<file path="config.mk">
export PLATFORM = sky130hd
export DESIGN_NAME = bbc_mem_top
export DESIGN_NICKNAME = d
export VERILOG_FILES = /design/src/rtl/bbc_mem_pkg.sv /design/src/rtl/cpu_bus_if.sv /design/src/rtl/cpu_addr_map.sv /design/src/rtl/rom_loader.sv /design/src/rtl/sdram_request_port.sv /design/src/rtl/reset_sequencer.sv /design/src/rtl/bbc_mem_top.sv
export SDC_FILE = /design/constraint.sdc
export NUM_CORES = 1
export LEC_CHECK = 0
export BUFFER_PORTS_ARGS = -buffer_cell sky130_fd_sc_hd__buf_2
export CAP_MARGIN = 30
export CELL_PAD_IN_SITES_DETAIL_PLACEMENT = 0
export CELL_PAD_IN_SITES_GLOBAL_PLACEMENT = 1
export CORE_ASPECT_RATIO = 0.5
export CORE_MARGIN = 2
export CORE_UTILIZATION = 45
export CTS_CLUSTER_SIZE = 8
export DETAILED_ROUTE_END_ITERATION = 10
export PLACE_DENSITY_LB_ADDON = 0.1
export SYNTH_ARGS = -nofsm -noshare
export SYNTH_HDL_FRONTEND = slang
export SYNTH_SLANG_ARGS = --single-unit
</file>
<file path="constraint.sdc">
create_clock -name clk_48m -period 4.3 [get_ports clk_48m]
set_input_delay 1.29 -clock clk_48m [delete_from_list [all_inputs] [get_ports clk_48m]]
set_output_delay 1.29 -clock clk_48m [all_outputs]
set_load 0.01 [all_outputs]
</file>
<file path="src/rtl/bbc_mem_pkg.sv">
package bbc_mem_pkg;

	localparam int cpu_addr_w = 16;
	localparam int sdram_addr_w = 25;

	typedef logic [7:0] byte_t;
	typedef logic [cpu_addr_w-1:0] cpu_addr_t;
	typedef logic [sdram_addr_w-1:0] sdram_addr_t;
	typedef logic [7:0] romsel_t;

	// download targets in sdram
	localparam sdram_addr_t rom_base_b = 25'h080000;
	localparam sdram_addr_t rom_base_other = 25'h068000;

	// sdram layout seen from the core
	localparam sdram_addr_t os_rom_base = 25'h080000;
	localparam sdram_addr_t model_b_rom_base = 25'h090000;
	localparam sdram_addr_t sideways_ram_base = 25'h040000;
	localparam sdram_addr_t filing_ram_base = 25'h00a000;

	// hold lengths in clk_48m cycles
	localparam int unsigned remap_hold = 4095;
	localparam int unsigned autoboot_hold_default = 32000000;

	// this index goes to the cmos ram, never to sdram
	localparam byte_t cmos_index = 8'hff;

	typedef enum logic [2:0] {
		region_video,
		region_ram,
		region_filing,
		region_os_rom,
		region_model_b_rom,
		region_master_rom,
		region_sideways_ram
	} mem_region_e;

	typedef enum logic [1:0] {
		target_rom_b,
		target_rom_other,
		target_cmos
	} dl_target_e;

	typedef struct packed {
		sdram_addr_t addr;
		logic        we;
		byte_t       data;
	} sdram_req_t;

endpackage

</file>
<file path="src/rtl/cpu_bus_if.sv">
`timescale 1ns/1ps

interface cpu_bus_if;

	bbc_mem_pkg::cpu_addr_t adr;
	bbc_mem_pkg::romsel_t   romsel;
	logic                   acc_y;
	logic                   shadow_ram;
	logic                   shadow_vid;
	logic                   phi0;
	logic                   we;
	bbc_mem_pkg::byte_t     dout;

	// driven by the core side
	modport core (output adr, romsel, acc_y, shadow_ram, shadow_vid, phi0, we, dout);

	modport mapper (input adr, romsel, acc_y, shadow_ram, shadow_vid, phi0, we, dout);

endinterface

</file>
<file path="src/rtl/cpu_addr_map.sv">
`timescale 1ns/1ps

module cpu_addr_map (
	cpu_bus_if.mapper                bus,
	input  logic                     model,
	input  logic                     rommap,
	output bbc_mem_pkg::sdram_req_t  cpu_req
);

	bbc_mem_pkg::mem_region_e region;
	bbc_mem_pkg::sdram_addr_t map_addr;
	logic [1:0] bank_grp;
	logic sideways_rom;
	logic writable;

	assign bank_grp = bus.romsel[3:2];

	// master has banks 0-3 and 8-f as rom
	// rommap set means low mapping on the model b
	always_comb begin
		if (model)
			sideways_rom = (bank_grp == 2'b00) || bank_grp[1];
		else if (rommap)
			sideways_rom = (bank_grp == 2'b00);
		else
			sideways_rom = (bank_grp == 2'b11);
	end

	// first match wins
	always_comb begin
		if (!bus.phi0)
			region = bbc_mem_pkg::region_video;
		else if (!bus.adr[15] || (bus.adr[15:12] == 4'h8 && bus.romsel[7]))
			region = bbc_mem_pkg::region_ram;
		else if (bus.adr[15:13] == 3'b110 && bus.acc_y)
			region = bbc_mem_pkg::region_filing;
		else if (bus.adr[15:14] == 2'b11)
			region = bbc_mem_pkg::region_os_rom;
		else if (sideways_rom && !model)
			region = bbc_mem_pkg::region_model_b_rom;
		else if (sideways_rom)
			region = bbc_mem_pkg::region_master_rom;
		else
			region = bbc_mem_pkg::region_sideways_ram;
	end

	always_comb begin
		case (region)
			bbc_mem_pkg::region_video:
				map_addr = bbc_mem_pkg::sdram_addr_t'({bus.shadow_vid, bus.adr});
			bbc_mem_pkg::region_ram:
				map_addr = bbc_mem_pkg::sdram_addr_t'({bus.shadow_ram, bus.adr});
			bbc_mem_pkg::region_filing:
				map_addr = bbc_mem_pkg::filing_ram_base +
					bbc_mem_pkg::sdram_addr_t'(bus.adr[12:0]);
			bbc_mem_pkg::region_os_rom:
				map_addr = bbc_mem_pkg::os_rom_base +
					bbc_mem_pkg::sdram_addr_t'({model, bus.adr[13:0]});
			bbc_mem_pkg::region_model_b_rom:
				map_addr = bbc_mem_pkg::model_b_rom_base +
					bbc_mem_pkg::sdram_addr_t'({bus.romsel[1:0], bus.adr[13:0]});
			// 64k per bank group starting at a0000
			bbc_mem_pkg::region_master_rom:
				map_addr = bbc_mem_pkg::sdram_addr_t'(
					{4'ha + {2'b00, bank_grp}, bus.romsel[1:0], bus.adr[13:0]});
			bbc_mem_pkg::region_sideways_ram:
				map_addr = bbc_mem_pkg::sideways_ram_base +
					bbc_mem_pkg::sdram_addr_t'({bus.romsel[3:0], bus.adr[13:0]});
			default:
				map_addr = '0;
		endcase
	end

	// only banks 4-7 of sideways ram take writes
	always_comb begin
		case (region)
			bbc_mem_pkg::region_ram,
			bbc_mem_pkg::region_filing:
				writable = 1'b1;
			bbc_mem_pkg::region_sideways_ram:
				writable = (bank_grp == 2'b01);
			default:
				writable = 1'b0;
		endcase
	end

	assign cpu_req = '{addr: map_addr, we: bus.we && writable, data: bus.dout};

endmodule

</file>
<file path="src/rtl/rom_loader.sv">
`timescale 1ns/1ps

module rom_loader (
	input  logic                     clk_48m,
	input  logic                     reset,
	input  logic                     mem_sync,
	input  logic                     ioctl_download,
	input  logic                     ioctl_wr,
	input  bbc_mem_pkg::byte_t       ioctl_index,
	input  bbc_mem_pkg::sdram_addr_t ioctl_addr,
	input  bbc_mem_pkg::byte_t       ioctl_data,
	output bbc_mem_pkg::sdram_req_t  load_req
);

	bbc_mem_pkg::dl_target_e target;
	bbc_mem_pkg::sdram_addr_t base;
	bbc_mem_pkg::sdram_addr_t addr_q;
	bbc_mem_pkg::byte_t data_q;
	logic wr_pending;
	logic we_q;

	always_comb begin
		if (ioctl_index == bbc_mem_pkg::cmos_index)
			target = bbc_mem_pkg::target_cmos;
		else if (ioctl_index == 8'h00)
			target = bbc_mem_pkg::target_rom_b;
		else
			target = bbc_mem_pkg::target_rom_other;
	end

	assign base = (target == bbc_mem_pkg::target_rom_b) ?
		bbc_mem_pkg::rom_base_b : bbc_mem_pkg::rom_base_other;

	// strobes within one slot merge into a single write
	always_ff @(posedge clk_48m) begin
		if (reset) begin
			wr_pending <= 1'b0;
			we_q <= 1'b0;
		end else begin
			if (mem_sync) begin
				wr_pending <= 1'b0;
				we_q <= wr_pending;
			end
			if (ioctl_wr && ioctl_download && target != bbc_mem_pkg::target_cmos)
				wr_pending <= 1'b1;
		end
	end

	always_ff @(posedge clk_48m) begin
		if (mem_sync && wr_pending) begin
			addr_q <= ioctl_addr + base;
			data_q <= ioctl_data;
		end
	end

	assign load_req = '{addr: addr_q, we: we_q, data: data_q};

endmodule

</file>
<file path="src/rtl/sdram_request_port.sv">
`timescale 1ns/1ps

module sdram_request_port (
	input  logic                     clk_48m,
	input  logic                     reset,
	input  logic                     mem_sync,
	input  logic                     ioctl_download,
	input  bbc_mem_pkg::sdram_req_t  cpu_req,
	input  bbc_mem_pkg::sdram_req_t  load_req,
	output bbc_mem_pkg::sdram_addr_t sdram_addr,
	output logic                     sdram_we,
	output bbc_mem_pkg::byte_t       sdram_din
);

	bbc_mem_pkg::sdram_req_t sel_req;

	// download owns the slot while it runs
	assign sel_req = ioctl_download ? load_req : cpu_req;

	always_ff @(posedge clk_48m) begin
		if (reset)
			sdram_we <= 1'b0;
		else if (mem_sync)
			sdram_we <= sel_req.we;
	end

	always_ff @(posedge clk_48m) begin
		if (mem_sync) begin
			sdram_addr <= sel_req.addr;
			sdram_din <= sel_req.data;
		end
	end

endmodule

</file>
<file path="src/rtl/reset_sequencer.sv">
`timescale 1ns/1ps

module reset_sequencer #(
	parameter int unsigned autoboot_cycles = bbc_mem_pkg::autoboot_hold_default
) (
	input  logic clk_48m,
	input  logic reset,
	input  logic mem_sync,
	input  logic sdram_ready,
	input  logic user_reset,
	input  logic ioctl_download,
	input  logic model,
	input  logic rommap,
	input  logic autoboot,
	output logic cpu_reset,
	output logic shift_key
);

	localparam int remap_w = $clog2(bbc_mem_pkg::remap_hold + 1);
	localparam int boot_w = $clog2(autoboot_cycles + 1);

	logic last_model;
	logic last_rommap;
	logic setting_changed;
	logic [remap_w-1:0] remap_cnt;
	logic remap_reset;
	logic reset_in;
	logic [boot_w-1:0] boot_cnt;

	assign setting_changed = (last_model != model) || (last_rommap != rommap);

	// restart the core cleanly after a model or rom mapping change
	always_ff @(posedge clk_48m) begin
		last_model <= model;
		last_rommap <= rommap;
		if (reset)
			remap_cnt <= '0;
		else if (setting_changed)
			remap_cnt <= remap_w'(bbc_mem_pkg::remap_hold);
		else if (remap_cnt != '0)
			remap_cnt <= remap_cnt - 1'b1;
	end

	assign remap_reset = setting_changed || (remap_cnt != '0);

	assign reset_in = reset || !sdram_ready || user_reset || ioctl_download || remap_reset;

	// core reset only moves on slot boundaries
	always_ff @(posedge clk_48m) begin
		if (reset)
			cpu_reset <= 1'b1;
		else if (mem_sync)
			cpu_reset <= reset_in;
	end

	// hold shift after reset so the machine boots from disc
	always_ff @(posedge clk_48m) begin
		if (reset || cpu_reset)
			boot_cnt <= boot_w'(autoboot_cycles);
		else if (boot_cnt != '0)
			boot_cnt <= boot_cnt - 1'b1;
	end

	assign shift_key = autoboot && (boot_cnt != '0);

endmodule

</file>
<file path="src/rtl/bbc_mem_top.sv">
`timescale 1ns/1ps

module bbc_mem_top #(
	parameter int unsigned autoboot_cycles = bbc_mem_pkg::autoboot_hold_default
) (
	input  logic                     clk_48m,
	input  logic                     reset,
	input  logic                     mem_sync,
	input  logic                     sdram_ready,
	input  logic                     user_reset,
	input  logic                     phi0,
	input  bbc_mem_pkg::cpu_addr_t   mem_adr,
	input  bbc_mem_pkg::romsel_t     mem_romsel,
	input  logic                     mem_acc_y,
	input  logic                     shadow_ram,
	input  logic                     shadow_vid,
	input  logic                     mem_we,
	input  bbc_mem_pkg::byte_t       mem_do,
	input  logic                     model,
	input  logic                     rommap,
	input  logic                     autoboot,
	input  logic                     ioctl_download,
	input  logic                     ioctl_wr,
	input  bbc_mem_pkg::byte_t       ioctl_index,
	input  bbc_mem_pkg::sdram_addr_t ioctl_addr,
	input  bbc_mem_pkg::byte_t       ioctl_data,
	output bbc_mem_pkg::sdram_addr_t sdram_addr,
	output logic                     sdram_we,
	output bbc_mem_pkg::byte_t       sdram_din,
	output logic                     cpu_reset,
	output logic                     shift_key
);

	bbc_mem_pkg::sdram_req_t cpu_req;
	bbc_mem_pkg::sdram_req_t load_req;

	cpu_bus_if cpu_bus_i ();

	// core side of the bus
	assign cpu_bus_i.adr = mem_adr;
	assign cpu_bus_i.romsel = mem_romsel;
	assign cpu_bus_i.acc_y = mem_acc_y;
	assign cpu_bus_i.shadow_ram = shadow_ram;
	assign cpu_bus_i.shadow_vid = shadow_vid;
	assign cpu_bus_i.phi0 = phi0;
	assign cpu_bus_i.we = mem_we;
	assign cpu_bus_i.dout = mem_do;

	cpu_addr_map cpu_addr_map_i (
		.bus     (cpu_bus_i.mapper),
		.model   (model),
		.rommap  (rommap),
		.cpu_req (cpu_req)
	);

	rom_loader rom_loader_i (
		.clk_48m        (clk_48m),
		.reset          (reset),
		.mem_sync       (mem_sync),
		.ioctl_download (ioctl_download),
		.ioctl_wr       (ioctl_wr),
		.ioctl_index    (ioctl_index),
		.ioctl_addr     (ioctl_addr),
		.ioctl_data     (ioctl_data),
		.load_req       (load_req)
	);

	sdram_request_port sdram_request_port_i (
		.clk_48m        (clk_48m),
		.reset          (reset),
		.mem_sync       (mem_sync),
		.ioctl_download (ioctl_download),
		.cpu_req        (cpu_req),
		.load_req       (load_req),
		.sdram_addr     (sdram_addr),
		.sdram_we       (sdram_we),
		.sdram_din      (sdram_din)
	);

	reset_sequencer #(
		.autoboot_cycles (autoboot_cycles)
	) reset_sequencer_i (
		.clk_48m        (clk_48m),
		.reset          (reset),
		.mem_sync       (mem_sync),
		.sdram_ready    (sdram_ready),
		.user_reset     (user_reset),
		.ioctl_download (ioctl_download),
		.model          (model),
		.rommap         (rommap),
		.autoboot       (autoboot),
		.cpu_reset      (cpu_reset),
		.shift_key      (shift_key)
	);

endmodule

</file>
==> results of run 1 <==
[layout by cell type (no fill, tap or decap), drive strengths merged, types with 5 or more instances in the layout]
master / instances
buf: 124
edfxtp: 66
dfxtp: 43
nor2: 38
nand2: 22
mux2: 22
a21oi: 21
xor2: 20
xnor2: 17
nor3: 17
inv: 16
o21ai: 15
nor2b: 9
clkbuf: 9
nand4: 9
nor4: 9
and2: 8
ha: 7
or4: 6
or3: 5
o211ai: 5
nand3: 5
[registers in the layout, summed over array words and instances (netlist names)]
signal	flops
rom_loader_i.wr_pending	1
sdram_request_port_i.sdram_we	1
sdram_request_port_i.sdram_addr	25
rom_loader_i.we_q	1
reset_sequencer_i.remap_cnt	12
sdram_request_port_i.sdram_din	8
reset_sequencer_i.last_rommap	1
reset_sequencer_i.boot_cnt	25
rom_loader_i.data_q	8
rom_loader_i.addr_q	25
reset_sequencer_i.cpu_reset	1
reset_sequencer_i.last_model	1
[cell type report]
class	instances	area [um2]	share of cell area [%]
tap	140	175	2.94
sequential	109	2840	47.7
inverter	12	45.0	0.756
clock buffer	9	225	3.78
multi-input combinational	282	1960	32.9
timing repair buffer	124	631	10.6
clock inverter	7	81.3	1.36
[where the power goes]
part | internal [W] | leakage [nW] | switching, W | total (W)
clock network | 0.000417 | 0.150 | 0.000423 | 0.000840
registers | 0.00115 | 0.979 | 0.0000188 | 0.00117
logic | 0.0000909 | 1.23 | 0.000103 | 0.000194
total | 0.00166 | 2.36 | 0.000545 | 0.00220
[through the flow]
| stage | std cells | power (W) | setup slack (ns) | hold slack [ns] | area, um2 |
|---|---|---|---|---|---|
| finish | 683 | 0.00220 | 0.810 | 0.461 | 5960 |
| detailed placement | 667 | 0.00139 | 0.884 | 0.448 | 5660 |
| global route | 683 | 0.00231 | 0.597 | 0.476 | 5960 |
| global placement | 667 | 0.00139 | 0.873 | 0.442 | 5660 |
| CTS | 683 | 0.00224 | 0.776 | 0.460 | 5960 |
| floorplan | 417 | 0.00130 | 1.27 | 0.428 | 4900 |
[final timing paths]
path	start	endpoint
setup / recovery	reset_sequencer_i.boot_cnt[8]$_SDFFE_PP0N_	shift_key
hold / removal	reset_sequencer_i.boot_cnt[24]$_SDFFE_PP1N_	reset_sequencer_i.boot_cnt[24]$_SDFFE_PP1N_
setup reg to reg	reset_sequencer_i.boot_cnt[8]$_SDFFE_PP0N_	reset_sequencer_i.boot_cnt[5]$_SDFFE_PP0N_
hold reg to reg	reset_sequencer_i.boot_cnt[24]$_SDFFE_PP1N_	reset_sequencer_i.boot_cnt[24]$_SDFFE_PP1N_
[routing by layer]
| metal | track usage [%] | wire (um) | vias up |
|---|---|---|---|
| met1 | 23.9 | 4770 | 1675 |
| met5 | 0 | 11 | - |
| li1 | - | - | 1789 |
| met2 | 30.4 | 4940 | 71 |
| met3 | 6.00 | 518 | 16 |
| met4 | 5.19 | 172 | 2 |
[Yosys cell counts (9+ instances only)]
master	instances	area, um2
sky130_fd_sc_hd__a21oi_1	21	105
sky130_fd_sc_hd__inv_1	12	45.0
sky130_fd_sc_hd__nor3_1	14	70.1
sky130_fd_sc_hd__o21ai_1	9	45.0
sky130_fd_sc_hd__nor2b_1	9	56.3
sky130_fd_sc_hd__nand2_1	22	82.6
sky130_fd_sc_hd__clkbuf_1	12	45.0
sky130_fd_sc_hd__mux2_2	22	248
sky130_fd_sc_hd__edfxtp_1	66	1980
sky130_fd_sc_hd__dfxtp_1	43	861
sky130_fd_sc_hd__xor2_1	20	175
sky130_fd_sc_hd__nor2_1	37	139
sky130_fd_sc_hd__xnor2_1	17	149
[kinds of logic (layout without fill, tap and decap cells)]
logic type,count (synthesis),count (layout),share of synthesized area [%]
muxes,25,25,5.66
xor gates and xnor gates,37,37,6.61
buffers and inverters,26,152,2.04
AOI/OAI and AO/OA,70,70,9.31
and+or+nand+nor,143,143,16.6
adders and majority gates,7,7,1.79
DFF,109,109,58.0
[worst max-delay path, delay by kind of cell (launching register included)]
| kind | cells | cell delay [ns] |
|---|---|---|
| buf+inv | 1 | 0.15 |
| simple gates | 4 | 1.37 |
| flops | 1 | 0.34 |
==> summary.txt, run 1 <==
Clock network
  – Later-pin clock latency in the skew report: around 0.35 ns
  – CTS tree: yes
  – Hold bufs inserted after CTS: 0
  – Root buffer cell: sky130_fd_sc_hd__clkbuf_16
  – Clock buffer count from CTS: 9
  – Post-cts resize count: 0
  – Clock edge transition at the registers on the reported setup and hold paths: 0.08 ns
  – Maximum buffer depth of the clock tree: 2
  – Setup bufs post-CTS: 0
  – TritonCTS sink count: about 110
  – H-tree depth: 3

STA
  – Achievable Freq: 287 MHz
  – Final critical-path share of the clock period: between 80 and 90%
  – Setup violators final: 0
  – Number of max-slew violations in the final report: 0
  – Final hold vios: 0
  – Layout Skew: ~0.0084 ns
  – Unrepaired setup endpoints after global routing: false
  – Pin slew with the least headroom to its limit: ~0.84 ns
  – Worst-case headroom to the max-slew limit: 43.9%
  – Final min period: approximately 3.5 ns
  – Total negative setup slack: 0 ns

Floorplanning
  – Number of placed I/O pins: 124
  – Core Rows: 26
  – Die area: approximately 12,000 um2
  – Vertical die dimension: ~80 um
  – Core footprint: 10,400 um2
  – Effective utilization at floorplan: 47.1%
  – Overall die width: between 150 and 200 um

Power
  – Maximum VDD drop: around 0.00021 V
  – Pleak: ~2.4 nW
  – Power density over the cells: about 370 nW/um2

Synthesis
  – Seq/Total Area, Yosys: between 50 and 60%
  – Async S/R FF share, synth: 0%
  – Gate Count Post-Synth: between 400 and 500
  – Post-synth cell types: 54
  – Register bit total from synthesis: roughly 110
  – Count of yosys warnings during synthesis: 0
  – Prevailing post-synth register cell: sky130_fd_sc_hd__edfxtp_1
  – Post-synth EDFFs: 66
  – Post-Synthesis Net Count: around 510
  – Synthesized area divided by synthesized cell count: roughly 12 um2
  – Netlist Area Pre-Place: 4900 um2

Setup path
  – Data arrival at the endpoint of the critical path: about 2.2 ns
  – Slowest stage cell on the critical path: sky130_fd_sc_hd__nor3_1
  – Reg2Reg Setup Slack: roughly 2.3 ns
  – Critical Path RT: 3.01 ns
  – Maximum fanout along the worst path: 16
  – Cell chain of the critical path: nor3_1, nand4_4, nor2_2, nor2b_1, buf_2
  – Crit Path Category: reg -> out
  – Nature of the critical path endpoint: output pin
  – Type of element launching the critical path: flop
  – Largest stage delay on the critical path: approximately 0.48 ns
  – Worst Reg-to-Reg Cells: 5

Layout
  – Diodes inserted: 0
  – Fill cell total of the finished layout: 939
  – Final design utilization: a little under three fifths
  – Layout cells sized above 1: approximately a third
  – Syn-to-layout area delta: 21.6%
  – Number of nets in the layout: roughly 630

Routing
  – Initial detailed-routing violation count: 120
  – DR vias/cell: between 5 and 6
  – Vias after detailed routing: ~3,600
  – Routed wire length per instance: 15.2 um
  – Drc violations: 0
  – Pre-Repair DR Iteration Count: 4
  – Routed wire length: 10,400 um
  – ANT nets after route: 0

Min path
  – Class of the tightest hold or removal check: reg -> reg
  – Worst hold path stage count: 2

Placed design
  – DPL Wire Length: approximately 7400 um
  – Quantity of I/O buffers inserted on ports: 120
  – Routability Congestion: 0.821

Global route
  – Number of global-route vias before repair: between 3,000 and 4,000
  – Global-route wire length before repair: roughly 17,000 um
  – Number of antenna violations at the first check in global routing: 1
  – Global route total overflow: 0
  – Largest net degree at the start of global routing: 36
  – All-Layer GR Usage: between 10% and 20%

Job
  – MaxCap Viol Count: 0

Outcome
  – Result of the run: finished, final reports clean
Power figures use the tool's default switching activity.
==> inputs of run 2 (changes only) <==
--- a/config.mk
+++ b/config.mk
@@ -11,7 +11,7 @@
 export CELL_PAD_IN_SITES_GLOBAL_PLACEMENT = 1
 export CORE_ASPECT_RATIO = 0.5
 export CORE_MARGIN = 2
-export CORE_UTILIZATION = 45
+export CORE_UTILIZATION = 37
 export CTS_CLUSTER_SIZE = 8
 export DETAILED_ROUTE_END_ITERATION = 10
 export PLACE_DENSITY_LB_ADDON = 0.1
==> constraint.sdc (replaced) <==
create_clock -name clk_48m -period 3.1 [get_ports clk_48m]
set_input_delay 0.93 -clock clk_48m [delete_from_list [all_inputs] [get_ports clk_48m]]
set_output_delay 0.93 -clock clk_48m [all_outputs]
set_load 0.01 [all_outputs]
==> run 2 against run 1 <==
Compared with the run above:
- via count decreased by 1.4%
- global-route usage decreased by 3.3 points
- die area is 21% higher
- non-clock buffer count increased by 5
- largest cell class unchanged
- clock skew grew 0.0014 ns
- sequential cell count unchanged
==> summary.txt, run 2 (synthesized netlist as in run 1, its figures left out) <==
Setup path
  – Cell chain of the critical path: nor4_2, nand4_1, nor2_2, nor2b_1, buf_2
  – Reg2Reg Setup Slack: around 1.2 ns
  – Slowest stage cell on the critical path: sky130_fd_sc_hd__nor4_2
  – Critical Path RT: between 2 and 2.5 ns
  – Maximum fanout along the worst path: 6
  – Crit Path Category: reg -> out
  – Largest stage delay on the critical path: between 0.4 and 0.5 ns
  – Data arrival at the endpoint of the critical path: ~1.8 ns
  – Nature of the critical path endpoint: output pin
  – Type of element launching the critical path: flop

Power
  – Power density over the cells: 515 nW/um2
  – Pleak: ~2.4 nW
  – Maximum VDD drop: around 0.00025 V

Placed design
  – Placed instance count: 702
  – Quantity of I/O buffers inserted on ports: between 100 and 150
  – DPL Wire Length: around 7600 um
  – Routability Congestion: around 0.81

Layout
  – Leading registers by flop count: reset_sequencer_i.boot_cnt (25), rom_loader_i.addr_q (25), sdram_request_port_i.sdram_addr (25)
  – Number of nets in the layout: between 600 and 700
  – Commonest cells after routing, fill and taps aside: 120 x sky130_fd_sc_hd__buf_2, 66 x sky130_fd_sc_hd__edfxtp_1, 43 x sky130_fd_sc_hd__dfxtp_1, 37 x sky130_fd_sc_hd__nor2_1
  – Non-filler cells, final: 719
  – Leading cell type in the layout, fill and taps excluded: sky130_fd_sc_hd__buf_2
  – Fill cell total of the finished layout: 1,223
  – Layout cells sized above 1: about 34%
  – Syn-to-layout area delta: 23.4%

Clock network
  – H-tree depth: 3
  – CTS tree: yes
  – Clock buffer count from CTS: 9
  – TritonCTS sink count: roughly 110
  – Hold bufs inserted after CTS: 0
  – Root buffer cell: sky130_fd_sc_hd__clkbuf_16
  – Maximum buffer depth of the clock tree: 2
  – Clock edge transition at the registers on the reported setup and hold paths: 0.08 ns
  – Later-pin clock latency in the skew report: 0.35 ns
  – Post-cts resize count: 0
  – Setup bufs post-CTS: 0

Global route
  – Largest net degree at the start of global routing: 35
  – Number of antenna violations at the first check in global routing: 1
  – Global-route wire length before repair: about 17,000 um
  – Number of global-route vias before repair: about 3,500
  – Global route total overflow: 0
  – All-Layer GR Usage: about 15%

Routing
  – Pre-Repair DR Iteration Count: 4
  – DR vias/cell: about 4.9
  – Routed wire length: about 11,000 um
  – Vias after detailed routing: between 3,000 and 4,000
  – ANT nets after route: 0
  – Initial detailed-routing violation count: 158
  – Drc violations: 0
  – Routed wire length per instance: between 10 and 15 um

Floorplanning
  – Overall die width: ~170 um
  – Effective utilization at floorplan: roughly two fifths
  – Number of placed I/O pins: 124
  – Core Rows: 29
  – Core footprint: 12,800 um2
  – Vertical die dimension: approximately 85 um
  – Die area: ~14,000 um2

STA
  – Pin slew with the least headroom to its limit: between 0.6 and 0.7 ns
  – Unrepaired setup endpoints after global routing: false
  – Worst Hold Slack: roughly 0.45 ns
  – Final min period: about 2.7 ns
  – Total negative setup slack: 0 ns
  – Final critical-path share of the clock period: between 80 and 90%
  – Achievable Freq: 368 MHz
  – Layout Skew: a little under 0.01 ns
  – Setup violators final: 0
  – Worst-case headroom to the max-slew limit: ~60%
  – Final hold vios: 0
  – Number of max-slew violations in the final report: 0

Outcome
  – Result of the run: finished, final reports clean

Min path
  – Class of the tightest hold or removal check: reg -> reg

Job
  – MaxCap Viol Count: 0
## run 2: cell count changes in the layout (fill, tap and decap cells not counted), sizes merged
| cell | previous run | this run |
|---|---|---|
| buf | 124 | 129 |
| bufinv | 0 | 1 |
| diode | 0 | 1 |
| clkinv | 3 | 2 |
## run 2: metal layers
metal / GRT usage, % / routed length (um)
met1: 18.7 / 4790
met2: 25.7 / 5050
met3: 4.71 / 555
met4: 6.11 / 200
met5: 0 / 0
## run 2: critical path, delay by kind of cell, from the launching register on
family | cells | cell delay [ns]
flops | 1 | 0.39
simple gates | 4 | 0.92
buf+inv | 1 | 0.13
## run 2: power breakdown
| part | internal [W] | switching [W] |
|---|---|---|
| logic | 0.000129 | 0.000142 |
| clock network | 0.000653 | 0.000570 |
| registers | 0.00160 | 0.0000252 |
## run 2: final cells by class
cell class	count	area, um2	area share [%]
Multi-Input combinational cell	282	1960	32.4
Clock buffer	9	225	3.72
Inverter	12	45.0	0.744
Timing Repair Buffer	129	668	11.0
Sequential cell	109	2840	47.0
Antenna cell	1	2.50	0.0414
Tap cell	170	213	3.52
Clock inverter	7	92.6	1.53
## run 2: final timing paths
| kind | from | end | depth (start not counted) |
|---|---|---|---|
| worst max-delay path | reset_sequencer_i.boot_cnt[12]$_SDFFE_PP0N_ | shift_key | 5 |
| worst min register to register | reset_sequencer_i.boot_cnt[24]$_SDFFE_PP1N_ | reset_sequencer_i.boot_cnt[24]$_SDFFE_PP1N_ | 2 |
| worst min-delay path | reset_sequencer_i.boot_cnt[24]$_SDFFE_PP1N_ | reset_sequencer_i.boot_cnt[24]$_SDFFE_PP1N_ | 2 |
| worst max register to register | reset_sequencer_i.boot_cnt[8]$_SDFFE_PP0N_ | reset_sequencer_i.boot_cnt[23]$_SDFFE_PP1N_ | 4 |
## run 2: metrics by stage
step	total power (W)	worst slack, ns	utilization, %	instance area, um2
finish	0.00312	0.381	47.2	6050
global route	0.00325	0.223	47.2	6050
CTS	0.00316	0.347	47.2	6050
detailed placement	0.00193	0.0406	44.7	5730
global placement	0.00193	0.0720	44.7	5730
floorplan	0.00180	0.434	-	4900
